### src/design/mixer_pkg.sv
package mixer_pkg;

    localparam int NUM_LANES = 4;            // mixing lanes
    localparam int WORD_W    = 32;           // payload width
    localparam int TAG_W     = 8;            // tag width

    typedef logic [TAG_W-1:0]  tag_t;
    typedef logic [WORD_W-1:0] word_t;

    // one input item, tag in the upper bits
    typedef struct packed {
        tag_t  tag;
        word_t payload;
    } item_t;

    typedef word_t [NUM_LANES-1:0] lane_words_t;   // lane i at index i

    typedef struct packed {
        tag_t        tag;
        lane_words_t lanes;
    } result_t;

    // rotate-left amount per lane
    localparam int LANE_ROT [NUM_LANES] = '{
        0,
        7,
        13,
        24
    };

    // xor key per lane, applied after the rotation
    localparam word_t LANE_KEY [NUM_LANES] = '{
        32'h0000_0000,
        32'h9e37_79b9,
        32'h5bd1_e995,
        32'hc2b2_ae35
    };

endpackage

### src/design/rv_splitter.sv
`timescale 1ns/1ps

module rv_splitter #(
    parameter type left_t  = logic,
    parameter type right_t = logic
) (
    input  logic clk,
    input  logic rst_n,

    input  logic [$bits(left_t)+$bits(right_t)-1:0] in_data,   // left in the upper bits
    input  logic   in_valid,
    output logic   in_ready,

    output left_t  left_data,
    output logic   left_valid,
    input  logic   left_ready,

    output right_t right_data,
    output logic   right_valid,
    input  logic   right_ready
);

    logic [1:0] side_ready;       // bit 0 left, bit 1 right
    logic [1:0] seen;
    logic [1:0] seen_nxt;

    assign side_ready = {right_ready, left_ready};

    // done once every side has taken the item, now or earlier
    assign in_ready = &(seen | side_ready);

    always_comb begin
        seen_nxt = seen;
        if (in_valid && in_ready) begin
            seen_nxt = '0;                    // item fully delivered
        end else if (in_valid) begin
            seen_nxt = seen | side_ready;     // remember partial takes
        end
    end

    always_ff @(posedge clk) begin
        if (!rst_n) begin
            seen <= '0;
        end else begin
            seen <= seen_nxt;
        end
    end

    assign left_data   = left_t'(in_data[$bits(left_t)+$bits(right_t)-1:$bits(right_t)]);
    assign left_valid  = in_valid && !seen[0];
    assign right_data  = right_t'(in_data[$bits(right_t)-1:0]);
    assign right_valid = in_valid && !seen[1];

endmodule

### src/design/rv_duplicator.sv
`timescale 1ns/1ps

module rv_duplicator
    import mixer_pkg::*;
(
    input  logic                 clk,
    input  logic                 rst_n,

    input  word_t                in_data,
    input  logic                 in_valid,
    output logic                 in_ready,

    output word_t                out_data,     // shared by all lanes
    output logic [NUM_LANES-1:0] out_valid,
    input  logic [NUM_LANES-1:0] out_ready
);

    logic [NUM_LANES-1:0] seen;
    logic [NUM_LANES-1:0] seen_nxt;

    // a lane that already took the word no longer holds back the input
    assign in_ready = &(seen | out_ready);

    always_comb begin
        seen_nxt = seen;
        if (in_valid && in_ready) begin
            seen_nxt = '0;
        end else if (in_valid) begin
            seen_nxt = seen | out_ready;     // early takers
        end
    end

    always_ff @(posedge clk) begin
        if (!rst_n) begin
            seen <= '0;
        end else begin
            seen <= seen_nxt;
        end
    end

    assign out_data = in_data;

    always_comb begin
        for (int i = 0; i < NUM_LANES; i++) begin
            out_valid[i] = in_valid && !seen[i];   // masked once taken
        end
    end

endmodule

### src/design/rv_slice.sv
`timescale 1ns/1ps

module rv_slice #(
    parameter type payload_t = logic
) (
    input  logic     clk,
    input  logic     rst_n,

    input  payload_t in_data,
    input  logic     in_valid,
    output logic     in_ready,

    output payload_t out_data,
    output logic     out_valid,
    input  logic     out_ready
);

    payload_t data_q;       // held entry
    logic     valid_q;
    logic     load;

    // accept when empty or when the entry leaves this cycle
    assign in_ready = !valid_q || out_ready;
    assign load     = in_valid && in_ready;

    always_ff @(posedge clk) begin
        if (!rst_n) begin
            valid_q <= 1'b0;
        end else if (load) begin
            valid_q <= 1'b1;
        end else if (out_ready) begin
            valid_q <= 1'b0;          // drained, nothing new
        end
    end

    always_ff @(posedge clk) begin
        if (load) begin
            data_q <= in_data;
        end
    end

    assign out_data  = data_q;
    assign out_valid = valid_q;

endmodule

### src/design/mix_lane.sv
`timescale 1ns/1ps

module mix_lane
    import mixer_pkg::*;
#(
    parameter int LANE = 0
) (
    input  logic  clk,
    input  logic  rst_n,

    input  word_t in_word,
    input  logic  in_valid,
    output logic  in_ready,

    output word_t out_word,
    output logic  out_valid,
    input  logic  out_ready
);

    localparam int    ROT = LANE_ROT[LANE];
    localparam word_t KEY = LANE_KEY[LANE];

    word_t rot_word;
    word_t mix_word;
    word_t word_q;
    logic  valid_q;
    logic  load;

    // rotate left, a zero amount leaves the word as is
    assign rot_word = (in_word << ROT) | (in_word >> (WORD_W - ROT));
    assign mix_word = rot_word ^ KEY;

    assign in_ready = !valid_q || out_ready;   // same rule as rv_slice
    assign load     = in_valid && in_ready;

    always_ff @(posedge clk) begin
        if (!rst_n) begin
            valid_q <= 1'b0;
        end else if (load) begin
            valid_q <= 1'b1;
        end else if (out_ready) begin
            valid_q <= 1'b0;
        end
    end

    always_ff @(posedge clk) begin
        if (load) begin
            word_q <= mix_word;
        end
    end

    assign out_word  = word_q;
    assign out_valid = valid_q;

endmodule

### src/design/rv_joiner.sv
`timescale 1ns/1ps

module rv_joiner
    import mixer_pkg::*;
(
    input  tag_t                 tag,
    input  logic                 tag_valid,
    output logic                 tag_ready,

    input  lane_words_t          lane_word,
    input  logic [NUM_LANES-1:0] lane_valid,
    output logic [NUM_LANES-1:0] lane_ready,

    output result_t              out_data,
    output logic                 out_valid,
    input  logic                 out_ready
);

    logic all_lanes;     // every lane holds a word

    assign all_lanes = &lane_valid;

    assign out_valid = tag_valid && all_lanes;

    assign out_data.tag   = tag;
    assign out_data.lanes = lane_word;

    // tag leaves together with the lanes
    assign tag_ready = out_ready && all_lanes;

    // each lane waits for the tag and the other lanes
    always_comb begin
        logic [NUM_LANES-1:0] others;
        for (int i = 0; i < NUM_LANES; i++) begin
            others        = lane_valid;
            others[i]     = 1'b1;
            lane_ready[i] = out_ready && tag_valid && (&others);
        end
    end

endmodule

### src/design/stream_mixer_top.sv
`timescale 1ns/1ps

module stream_mixer_top
    import mixer_pkg::*;
(
    input  logic    clk,
    input  logic    rst_n,

    input  item_t   in_item,
    input  logic    in_valid,
    output logic    in_ready,

    output result_t out_result,
    output logic    out_valid,
    input  logic    out_ready
);

    tag_t                 split_tag;        // splitter to tag slice
    logic                 split_tag_valid;
    logic                 split_tag_ready;

    word_t                split_word;       // splitter to duplicator
    logic                 split_word_valid;
    logic                 split_word_ready;

    word_t                lane_in_word;
    logic [NUM_LANES-1:0] lane_in_valid;
    logic [NUM_LANES-1:0] lane_in_ready;

    lane_words_t          lane_word;
    logic [NUM_LANES-1:0] lane_valid;
    logic [NUM_LANES-1:0] lane_ready;

    tag_t                 tag_q;
    logic                 tag_q_valid;
    logic                 tag_q_ready;

    result_t              join_data;
    logic                 join_valid;
    logic                 join_ready;

    rv_splitter #(
        .left_t  (tag_t),
        .right_t (word_t)
    ) u_splitter (
        .clk         (clk),
        .rst_n       (rst_n),
        .in_data     (in_item),
        .in_valid    (in_valid),
        .in_ready    (in_ready),
        .left_data   (split_tag),
        .left_valid  (split_tag_valid),
        .left_ready  (split_tag_ready),
        .right_data  (split_word),
        .right_valid (split_word_valid),
        .right_ready (split_word_ready)
    );

    rv_duplicator u_duplicator (
        .clk       (clk),
        .rst_n     (rst_n),
        .in_data   (split_word),
        .in_valid  (split_word_valid),
        .in_ready  (split_word_ready),
        .out_data  (lane_in_word),
        .out_valid (lane_in_valid),
        .out_ready (lane_in_ready)
    );

    for (genvar i = 0; i < NUM_LANES; i++) begin : g_lane
        mix_lane #(
            .LANE (i)
        ) u_lane (
            .clk       (clk),
            .rst_n     (rst_n),
            .in_word   (lane_in_word),
            .in_valid  (lane_in_valid[i]),
            .in_ready  (lane_in_ready[i]),
            .out_word  (lane_word[i]),
            .out_valid (lane_valid[i]),
            .out_ready (lane_ready[i])
        );
    end

    // tag path, matches the lane register stage
    rv_slice #(
        .payload_t (tag_t)
    ) u_tag_slice (
        .clk       (clk),
        .rst_n     (rst_n),
        .in_data   (split_tag),
        .in_valid  (split_tag_valid),
        .in_ready  (split_tag_ready),
        .out_data  (tag_q),
        .out_valid (tag_q_valid),
        .out_ready (tag_q_ready)
    );

    rv_joiner u_joiner (
        .tag        (tag_q),
        .tag_valid  (tag_q_valid),
        .tag_ready  (tag_q_ready),
        .lane_word  (lane_word),
        .lane_valid (lane_valid),
        .lane_ready (lane_ready),
        .out_data   (join_data),
        .out_valid  (join_valid),
        .out_ready  (join_ready)
    );

    rv_slice #(
        .payload_t (result_t)
    ) u_out_slice (
        .clk       (clk),
        .rst_n     (rst_n),
        .in_data   (join_data),
        .in_valid  (join_valid),
        .in_ready  (join_ready),
        .out_data  (out_result),
        .out_valid (out_valid),
        .out_ready (out_ready)
    );

endmodule

### config.mk
export PLATFORM = sky130hd
export DESIGN_NAME = stream_mixer_top
export DESIGN_NICKNAME = d
export VERILOG_FILES = /design/src/design/mixer_pkg.sv /design/src/design/rv_splitter.sv /design/src/design/rv_duplicator.sv /design/src/design/rv_slice.sv /design/src/design/mix_lane.sv /design/src/design/rv_joiner.sv /design/src/design/stream_mixer_top.sv
export SDC_FILE = /design/constraint.sdc
export NUM_CORES = 1
export LEC_CHECK = 0
export ABC_CLOCK_PERIOD_IN_PS = 5600
export BUFFER_PORTS_ARGS = -buffer_cell sky130_fd_sc_hd__buf_2
export CORE_ASPECT_RATIO = 1.1
export CORE_UTILIZATION = 45
export DETAILED_ROUTE_END_ITERATION = 6
export PLACE_DENSITY = 0.68
export SYNTH_ARGS = -nofsm -noshare
export SYNTH_HDL_FRONTEND = slang
export SYNTH_SLANG_ARGS = --single-unit
### constraint.sdc
create_clock -name clk -period 5.6 [get_ports clk]
set_clock_uncertainty 0.05 [all_clocks]
set_input_delay 0.28 -clock clk [delete_from_list [all_inputs] [get_ports clk]]
set_output_delay 0.28 -clock clk [all_outputs]
set_load 0.05 [all_outputs]
==> Yosys cells after proc, flatten, opt, wreduce, memory -nomap -nowiden <==
Index checks and enable logic that the tools add are counted.
{ "word_totals": {"regBits": 284, "in_bits": 44, "output_inout_bits": 138, "elab_cells": 93} }
{ "op_classes": {"n_mux": 12, "bitwise_logic": 9, "reduce_logical": 54} }
{ "op_table": {"columns": ["op", "count"], "rows": [
  ["32-bit by 13-bit OR with 32-bit output", 1],
  ["32-bit by 24-bit OR with 32-bit output", 1],
  ["32-bit by 7-bit OR with 32-bit output", 1],
  ["1-bit logical AND", 21],
  ["20-bit inverter", 1],
  ["18-bit inverter", 1],
  ["16-bit inverter", 1],
  ["1-bit zero test", 12],
  ["1-bit 2-to-1 mux", 12],
  ["3-bit AND reduction", 4],
  ["2-bit nonzero test", 6],
  ["4-bit AND reduction", 2],
  ["1-bit logical OR", 6],
  ["4-bit OR", 1],
  ["2-bit OR reduction", 2],
  ["2-bit OR", 1],
  ["2-bit AND reduction", 1],
  ["1-bit inverter", 1]
]} }

==> Longest topological paths before layout <==
Gate-level depths: netlist of run 1.
{ "depth": {"depth_word": 11, "depth_mapped": 4, "ltp_nobuf": 4} }

==> Hierarchy <==
From an unflattened synthesis of run 1, not the netlist that was laid out.
{ "unflattened": {"hier_cells": 604, "area_unflattened_um2": 10630.2} }
{ "modules_own_cells": {"columns": ["module", "n_inst", "cells_each", "area_each_um2", "seq_area_each_um2"], "rows": [
  ["rv_slice (u_out_slice)", 1, 141, 4141.5, 4103.9],
  ["mix_lane (g_lane[1].u_lane)", 1, 57, 1093.5, 980.9],
  ["mix_lane (g_lane[2].u_lane)", 1, 55, 1086.0, 980.9],
  ["mix_lane (g_lane[3].u_lane)", 1, 53, 1078.5, 980.9],
  ["rv_joiner", 1, 144, 1071.0, 0.0],
  ["mix_lane (g_lane[0].u_lane)", 1, 37, 1018.5, 980.9],
  ["rv_duplicator", 1, 53, 444.2, 80.1],
  ["rv_splitter", 1, 51, 399.1, 40.0],
  ["rv_slice (u_tag_slice)", 1, 13, 297.8, 260.2]
]} }

==> Worst setup path before layout of run 1 <==
OpenSTA, ideal clock, no wires.
{ "synth_timing": {"path_kind": "register -> register", "start": "register u_out_slice.valid_q (netlist: u_out_slice.out_valid)", "end": "register u_out_slice.data_q (netlist bit u_out_slice.out_data[0]) (enable)", "setup_time_ns": 0.489, "arrival_time_ns": 3.595, "required_ns": 5.061, "path_slack_ns": 1.466, "stages_incl_launch_ff": 4, "n_path_buf": 0, "period_less_slack_ns": 4.134, "path_cell_list": "dfxtp_1 > nand2b_1 > nand4_2 > inv_1"} }
{ "synth_via": {"elab_chain_cells": 3} }
{ "synth_rtl": {"columns": ["item", "line", "text"], "rows": [
  ["start, declared", "rv_slice.sv:19", "logic valid_q;"],
  ["start signal, assigned", "rv_slice.sv:28", "valid_q <= 1'b0;"],
  ["start signal, assigned", "rv_slice.sv:30", "valid_q <= 1'b1;"],
  ["start signal, assigned", "rv_slice.sv:32", "valid_q <= 1'b0;"],
  ["1-bit zero test", "rv_slice.sv:23", "assign in_ready = !valid_q || out_ready;"],
  ["1-bit logical OR", "rv_slice.sv:23", null],
  ["1-bit logical AND", "rv_slice.sv:24", "assign load = in_valid && in_ready;"],
  ["via u_out_slice.load", "rv_slice.sv:20", "logic load;"],
  ["end signal, assigned", "rv_slice.sv:38", "data_q <= in_data;"],
  ["end, declared", "rv_slice.sv:18", "payload_t data_q;"]
]} }
The timed path passes the listed nets, and every way through them passes these cells.
A chain may end at the register's enable or synchronous reset.

==> Final worst setup path of run 1 <==
{ "layout_timing": {"start": "register g_lane[1].u_lane.valid_q", "end": "register u_out_slice.data_q (netlist bit u_out_slice.out_data[87]) (enable)"} }
{ "layout_via": {"elab_chain_cells": 3} }
{ "layout_rtl": {"columns": ["item", "line", "text"], "rows": [
  ["start, declared", "mix_lane.sv:26", "logic valid_q;"],
  ["start signal, assigned", "mix_lane.sv:38", "valid_q <= 1'b0;"],
  ["start signal, assigned", "mix_lane.sv:40", "valid_q <= 1'b1;"],
  ["start signal, assigned", "mix_lane.sv:42", "valid_q <= 1'b0;"],
  ["4-bit AND reduction", "rv_joiner.sv:21", "assign all_lanes = &lane_valid;"],
  ["1-bit logical AND", "rv_joiner.sv:23", "assign out_valid = tag_valid && all_lanes;"],
  ["1-bit logical AND", "rv_slice.sv:24", null],
  ["via u_out_slice.load", "rv_slice.sv:20", null]
]} }
The timed path passes the listed nets, and every way through them passes these cells.

==> results of run 1 <==
cell families (layout without fill, tap and decap cells):
group                  count (synthesis)  in the layout  share of synthesized area (%)
AO/OA/AOI/OAI                         24             24                           2.06
buffers and inverters                 36            310                           1.53
flip-flops                           284            284                           94.2
AND/OR/NAND/NOR                       31             31                           2.16
layer usage:
layer,track usage (%),wire (um)
met1,18.3,5970
met2,24.7,7380
met3,3.59,1180
met4,4.50,253
met5,0,0
state kept, by name, summed over array words and instances, names as in the netlist:
signal / cells
g_lane.u_lane.out_word: 128
u_splitter.seen: 2
g_lane.u_lane.out_valid: 4
u_duplicator.seen: 4
u_tag_slice.out_valid: 1
u_out_slice.out_valid: 1
u_tag_slice.out_data: 8
u_out_slice.out_data: 136
worst paths after layout:
| check | start | to | slack (ps) | depth (start not counted) |
|---|---|---|---|---|
| max | g_lane[1].u_lane.out_valid$_SDFFE_PN0P_ | u_out_slice.out_data[87]$_DFFE_PP_ | 2800 | 4 |
| min | rst_n | u_splitter.seen[0]$_SDFFE_PP0P_ | 60 | 3 |
| min reg2reg | g_lane[1].u_lane.out_word[12]$_DFFE_PP_ | u_out_slice.out_data[44]$_DFFE_PP_ | 370 | 0 |
| max reg2reg | g_lane[1].u_lane.out_valid$_SDFFE_PN0P_ | u_out_slice.out_data[87]$_DFFE_PP_ | 2800 | 4 |
power by group through the flow:
| stage | Clock [mW] | Sequential (mW) | Combinational, mW |
|---|---|---|---|
| after floorplan | 0 | 2.53 | 0.0801 |
| final | 1.70 | 2.49 | 0.180 |
| after detailed placement | 0 | 2.53 | 0.163 |
| after global routing | 1.83 | 2.49 | 0.199 |
| after CTS | 1.75 | 2.49 | 0.185 |
| after global placement | 0 | 2.53 | 0.156 |
cells in the mapped netlist:
master       n
and2_1       2
and2b_1      1
a21oi_4      1
clkbuf_1     1
nor2b_1      2
o31ai_2      1
o21ai_0      5
o22a_1       1
nand2b_1     5
inv_1       34
buf_2        1
a21oi_1      3
nand2_2      1
nand4_2      1
a21boi_2     1
o31ai_1      2
nor3_1       5
edfxtp_1   272
or2b_1       1
nor2_1       2
a21boi_0     2
o2111ai_2    1
nor3b_2      2
dfxtp_1     12
o211a_1      1
o21a_1       2
and3_2       1
a31oi_1      4
nor3b_1      2
nand2_1      6
layout make-up:
type	count	share of cell area [%]
clock inverter	16	1.31
tap	247	2.70
timing repair buffer	230	12.0
clock buffer	30	6.00
inverter	34	1.14
sequential	284	73.4
multi-input combinational	55	3.46
repair_timing:
action | in CTS | in global routing
gates resized for setup | 0 | 0
hold buffers | 40 | 0
hold endpoints to repair | 118 | 0
cell usage in the layout (no fill, tap or decap), types with 2 or more instances in the layout:
cell type      synthesis  final
a21oi_1                3      3
clkbuf_16              0     27
edfxtp_1             272    272
o21ai_0                5      5
clkinv_2               0      3
nand2b_1               5      5
a21boi_0               2      2
a31oi_1                4      4
inv_1                 34     33
nor2_1                 2      2
buf_4                  0      9
clkinvlp_4             0      2
nor3_2                 0      2
nor3b_2                2      4
clkbuf_1               1      3
clkinv_1               0      8
nand2_1                6      6
buf_2                  1    181
o31ai_1                2      2
nor3_1                 5      3
dlygate4sd3_1          0     40
and2_1                 2      2
dfxtp_1               12     12
bufinv_16              0      3
o21a_1                 2      2
nor2b_1                2      2
through the flow:
stage               hold WS (ps)  utilization [%]  cells  instance area, um^2
floorplan                    329                -    375                 8920
detailed placement           355             52.9    810                10200
global placement             351             52.9    810                10200
CTS                         26.7             59.4    896                11500
finish                      55.2             59.4    896                11500
global route                50.3             59.4    896                11500
critical path, stage by stage (launching register included):
cell and delay [ps]:
dfxtp_1 390, and3_2 260, nand4_2 230, inv_4 770, buf_4 700
==> metrics.yaml, run 1 <==
pwr-share-clk_pct: 39.0
dieArea_um2: 20400
initial_utilization_pct: 46.2
power_mw: 4.37
cts_tree: "yes"
fin_ws_ps: 2800
yosys.area.top_type_share_pct: 91.6
ys_seq_area_share_pct: 94.2
yosys.area.top_type: "edfxtp_1"
grt_first_pass_wirelength_mm: 22.2
outcome: "completed"
grt_overflow_total: 0
vias_per_cell: 4.68
period_minus_slack_ps: 2800
hpwl_mm: 9.62
drive_gt1_share_pct: 36.8
rsz0062_at_grt: "no"
sequentialPowerShare_pct: 56.9
cts_sinks: 284
grt_pass1_vias: 4263
synth_nets: 419
antenna_cells: 0
drtPass1Iterations: 4
ys_top_cells_by_area: "edfxtp_1 92%, dfxtp_1 2.7%, inv_1 1.4%"
postCtsSetupBuffers: 0
setup_viol: 0
clk_latency_ps: 500
track_usage_pct: 14.5
critPathRequiredTime_ps: 5680
p_per_area_nw_per_um2: 381
syn_area_um2: 8920
antenna_found_initial: 0
synth-seq-cells: 284
cts_max_path_buffers: 3
postSynthCellCount: 375
cts_buffers: 26
p_leak_nw: 4.25
synth_area_per_cell_um2: 23.8
drv_cap: 0
multiInputGateArea_um2: 397
p_sw_mw: 0.843
start_kind: "register"
worstHoldPathType: "in2reg"
portBuffers: 181
yosysWarnings: 0
die_y_um: 150
max_freq_ghz: 0.357
htreeDepth: 1
syn_to_final_growth_pct: 28.4
regArea_um2: 8410
setup-tns-final_ps: 0
io_pins: 182
rows: 53
fin_crit_sh_pct: 50.0
gp_congestion: 0.810
p_int_mw: 3.53
worstMarginPinSlew_ps: 983
routedWlPerCell_um: 16.5
dp_worst_setup_slack_ps: 2750
die_w_um: 136
ir_drop_v: 0.000295
cts_root_buf: "clkbuf_16"
cp_max_fo: 80
dr.first_iter.drc_count: 213
core_um2: 19300
grt_max_degree: 81
num_vias: 4195
layout.nets: 675
end_kind: "register"
clk_pin_slew_worst_paths_ps: 60
drt_wl_total_mm: 14.8
drtAntennaViolNets: 0
crit_type: "reg2reg"
pwr-share-comb_pct: 4.1
yosys.cell_types.count: 30
cp.arrival_ps: 2880
switching_share_pct: 19.3
final_hold_viol_count: 0
max_slew_margin_pct: 34.4
n_fill_cell: 1410
drv_slew: 0
remaining_drc_errors: 0
Note: power is estimated with default switching activity, not from simulation.
==> run 2: changes to the inputs <==
Settings changed: ABC_CLOCK_PERIOD_IN_PS 5600 to 2850.
Clock period 5.6 ns to 2.85 ns, I/O delays scaled along.
==> run 2 against run 1 <==
Worst setup slack lost 2100 ps. Global-route usage down 0.086 points. Via count rose by 0.12%. Total power rose by 100%. Flip-flop and latch count unchanged. First-iteration DRC count is 13% lower. Largest power group unchanged.
==> metrics.yaml, run 2 (same netlist as run 1, synthesis figures left out) <==
rows: 53
htreeDepth: 1
initial_utilization_pct: 46.2
worstHoldStart: "in_item[35]"
grt_max_degree: 69
hold_slack_ps: 285
gp_congestion: 0.793
rr_endpoint: "g_lane[3].u_lane.out_word[28]$_DFFE_PP_"
largest_reg_flops: 136
antenna_cells: 0
cts_max_path_buffers: 3
drive_gt1_share_pct: 37.9
hpwl_mm: 9.47
grt.busiest_layer: "met2"
drv_slew: 0
syn_to_final_growth_pct: 30.5
clk_pin_slew_worst_paths_ps: 60
die_w_um: 136
remaining_drc_errors: 0
drtPass1Iterations: 5
hold_end: "u_tag_slice.out_data[3]$_DFFE_PP_"
max_freq_ghz: 0.472
worstMarginPinSlew_ps: 679
final_hold_viol_count: 0
placed_cell_area_um2: 10300
final_area_um2: 11600
cp.arrival_ps: 1930
layout_common_cells: "272 x edfxtp_1, 181 x buf_2, 45 x dlygate4sd3_1"
num_vias: 4200
clk_latency_ps: 510
vias_per_cell: 4.65
grt_use_met2_pct: 24.8
period_minus_slack_ps: 2120
layout_commonest_cell: "edfxtp_1"
track_usage_pct: 14.5
cts_root_buf: "clkbuf_16"
end_kind: "primary output"
grt_overflow_total: 0
r2r-start: "g_lane[2].u_lane.out_valid$_SDFFE_PN0P_"
drt_wl_total_mm: 14.8
routedWlPerCell_um: 16.4
rsz0062_at_grt: "no"
r2r_slack_ps: 880
dr.first_iter.drc_count: 186
grt_pass1_vias: 4127
crit_type: "reg2out"
cts_buffers: 26
cp_max_fo: 6
dieArea_um2: 20400
p_leak_nw: 4.33
critPathRequiredTime_ps: 2660
antenna_found_initial: 1
reg2reg_depth: 4
start_kind: "register"
portBuffers: 181
p_per_area_nw_per_um2: 752
max_slew_margin_pct: 54.8
worstHoldPathType: "in2reg"
drtAntennaViolNets: 0
fin_ws_ps: 732
die_y_um: 150
cts_tree: "yes"
dp_worst_setup_slack_ps: 884
setup_viol: 0
grt_first_pass_wirelength_mm: 21.9
drv_cap: 0
layout.nets: 681
outcome: "completed"
gr-usage-met1_pct: 18.3
cts_sinks: 284
crit_path_start: "g_lane[2].u_lane.out_valid$_SDFFE_PN0P_"
gr-usage-met3_pct: 3.29
ir_drop_v: 0.000597
fin_crit_sh_pct: 74.3
core_um2: 19300
io_pins: 182
min_path_cells: 2
run 2: critical path, stage by stage, from the launching register on:
cell and delay [ps]:
dfxtp_1 470, nand2_2 120, o31ai_2 340, o22a_1 220
buf_2 270
run 2: how the worst max path moves through the flow:
stage	cells after the start	endpoint	slack (ps)
6_report	4	in_ready	730
4_1_cts	4	in_ready	740
3_3_place_gp	4	g_lane[3].u_lane.out_word[12]$_DFFE_PP_	960
3_5_place_dp	4	g_lane[3].u_lane.out_word[12]$_DFFE_PP_	880
2_1_floorplan	3	u_out_slice.out_data[0]$_DFFE_PP_	-280
5_1_grt	4	in_ready	640
run 2: power breakdown:
part           internal [mW]  switching, mW
clock                   2.11           1.39
sequential              4.82         0.0658
combinational          0.134          0.237
run 2: cell type report:
class,count,area [um^2]
Tap cell,247,309
Fill cell,1391,7650
Clock buffer,35,746
Sequential cell,284,8410
Clock inverter,13,148
Multi-Input combinational cell,55,442
Inverter,34,131
Timing Repair Buffer,236,1460
run 2: metrics by stage:
stage | power, mW | utilization [%] | TNS (ps) | instances
floorplan | 5.13 | - | -38480 | 375
global placement | 5.28 | 53.4 | 0 | 811
detailed placement | 5.30 | 53.4 | 0 | 811
CTS | 8.85 | 60.3 | 0 | 904
global route | 9.06 | 60.3 | 0 | 904
finish | 8.75 | 60.3 | 0 | 904
run 2: timing repair:
action | CTS | global route
gates resized for setup | 0 | 0
hold buffers | 45 | 0
hold endpoints to repair | 148 | 0
buffers inserted | 0 | 0
run 2: routing by layer:
layer  share of wire [%]  up-vias
met2                  50      152
met4                 1.9        2
met3                 6.1       28
met1                  42     2050
li1                    -     1968
met5               0.088        -
==> run 3: changes to the inputs <==
Settings changed: ABC_CLOCK_PERIOD_IN_PS 2850 to 2000.
Clock period 2.85 ns to 2 ns, I/O delays scaled along.
==> run 3 against run 2 <==
Clock-buffer cell count did not move. First-iteration DRC count grew 5.9%. Non-clock buffer count is 5 higher. Total power is 39% higher. Flip-flop and latch count unchanged. Via count up 0.52%. Worst setup slack lost 660 ps. Routed wire length rose by 5.6%. Highest routed layer is now met4.
==> metrics.yaml, run 3 (same netlist as run 1, synthesis figures left out) <==
reg2reg_depth: 7
ir_drop_v: 0.000772
cts_buffers: 25
rows: 53
hold_slack_ps: 248
rr_endpoint: "u_splitter.seen[0]$_SDFFE_PP0P_"
antenna_found_initial: 0
fin_ws_ps: 70.6
grt_pass1_vias: 4306
grt_first_pass_wirelength_mm: 23.2
drv_slew: 0
crit_type: "reg2out"
hold_end: "u_tag_slice.out_data[3]$_DFFE_PP_"
cp.arrival_ps: 1780
clk_pin_slew_worst_paths_ps: 60
drtPass1Iterations: 4
drt_wl_total_mm: 15.7
worstHoldStart: "in_item[35]"
pwr-share-clk_pct: 37.6
routedWlPerCell_um: 17.3
cts_sinks: 284
regArea_um2: 8420
placed_cell_area_um2: 10400
core_um2: 19300
period_minus_slack_ps: 1930
setup-tns-final_ps: 0
max_freq_ghz: 0.518
final_hold_viol_count: 0
grt_overflow_total: 0
final_area_um2: 11700
clk_latency_ps: 520
dp_worst_setup_slack_ps: 153
initial_utilization_pct: 46.2
r2r-start: "g_lane[0].u_lane.out_valid$_SDFFE_PN0P_"
layout_commonest_cell: "edfxtp_1"
p_sw_mw: 2.38
antenna_cells: 0
drive_gt1_share_pct: 39.3
multiInputGateArea_um2: 475
p_leak_nw: 4.32
dieArea_um2: 20400
dr.first_iter.drc_count: 197
die_y_um: 150
post_layout_nonfiller_instances: 904
p_int_mw: 9.75
portBuffers: 181
n_fill_cell: 1413
drv_cap: 0
end_kind: "primary output"
switching_share_pct: 19.6
grt_max_degree: 50
layout.nets: 685
rsz0062_at_grt: "no"
cts_max_path_buffers: 3
cp_max_fo: 5
max_slew_margin_pct: 67.6
htreeDepth: 1
largest_reg_flops: 136
num_vias: 4222
drtAntennaViolNets: 0
worstMarginPinSlew_ps: 485
layout_common_cells: "272 x edfxtp_1, 180 x buf_2, 45 x dlygate4sd3_1"
cts_root_buf: "clkbuf_16"
outcome: "completed"
dp.cells: 815
die_w_um: 136
track_usage_pct: 15.3
start_kind: "register"
gp_congestion: 0.797
vias_per_cell: 4.67
r2r_slack_ps: 80
cts_tree: "yes"
remaining_drc_errors: 0
pwr-share-comb_pct: 4.9
p_per_area_nw_per_um2: 1040
hpwl_mm: 10.2
sequentialPowerShare_pct: 57.5
postLayoutCoreUtil_pct: 60.6
syn_to_final_growth_pct: 31.0
power_mw: 12.1
setup_viol: 0
min_path_cells: 2
io_pins: 182
fin_crit_sh_pct: 96.5
worstHoldPathType: "in2reg"
critPathRequiredTime_ps: 1850
-- run 3: cell count changes in the layout (fill, tap and decap cells not counted), moves of 2 or more --
cell,delta
buf_12,+5
dfxtp_1,-5
dfxtp_2,+5
buf_6,+2
bufinv_16,-2
clkbuf_16,-2
clkbuf_8,+2
o31ai_1,-2
-- run 3: cell type report --
cell class / instances / share of cell area (%)
repair buffers: 241 / 13.4
clock inverters: 8 / 0.567
inverters: 34 / 1.12
well taps: 247 / 2.64
multi-input cells: 55 / 4.07
clock buffers: 35 / 6.19
flip-flops and latches: 284 / 72.0
-- run 3: per-layer routing --
metal | wire length (um) | part of all wire [%] | vias up | GRT usage, %
li1 | - | - | 1971 | -
met1 | 6470 | 41 | 2058 | 19.3
met2 | 7790 | 50 | 165 | 26.3
met3 | 1090 | 6.9 | 28 | 3.35
met4 | 307 | 2.0 | 0 | 4.72
met5 | 0 | 0 | - | 0
-- run 3: power groups by stage --
stage | combinational, mW | sequential [mW] | clock, mW
2_1_floorplan | 0.245 | 7.08 | 0
3_3_place_gp | 0.493 | 7.08 | 0
3_5_place_dp | 0.513 | 7.10 | 0
4_1_cts | 0.608 | 6.97 | 4.68
5_1_grt | 0.656 | 6.99 | 4.90
6_report | 0.599 | 6.97 | 4.56
-- run 3: worst max-delay path by stage --
stage                                                        from                                endpoint  cells after the start
after floorplan                u_out_slice.out_valid$_SDFFE_PN0P_       u_out_slice.out_data[0]$_DFFE_PP_                      3
after global placement    g_lane[2].u_lane.out_valid$_SDFFE_PN0P_  g_lane[1].u_lane.out_word[5]$_DFFE_PP_                      4
after detailed placement  g_lane[2].u_lane.out_valid$_SDFFE_PN0P_  g_lane[3].u_lane.out_word[2]$_DFFE_PP_                      4
after CTS                      u_tag_slice.out_valid$_SDFFE_PN0P_                                in_ready                      5
after global routing      g_lane[0].u_lane.out_valid$_SDFFE_PN0P_                                in_ready                      6
final                     g_lane[0].u_lane.out_valid$_SDFFE_PN0P_                                in_ready                      6
-- run 3: worst max-delay path, cell delays in order, from the launching register on --
cell       delay (ps)
dfxtp_2           350
buf_6             120
or2b_1            270
o2111ai_4          90
nand2_2            80
o22a_1            190
buf_6             160
-- run 3: timing repair --
action | in CTS | in global routing
endpoints found under the hold margin | 148 | 0
endpoints found under the setup margin | 1 | 26
setup buffers | 1 | 0
hold buffers | 45 | 0
resized for setup | 5 | 4
pin swaps | 2 | 1
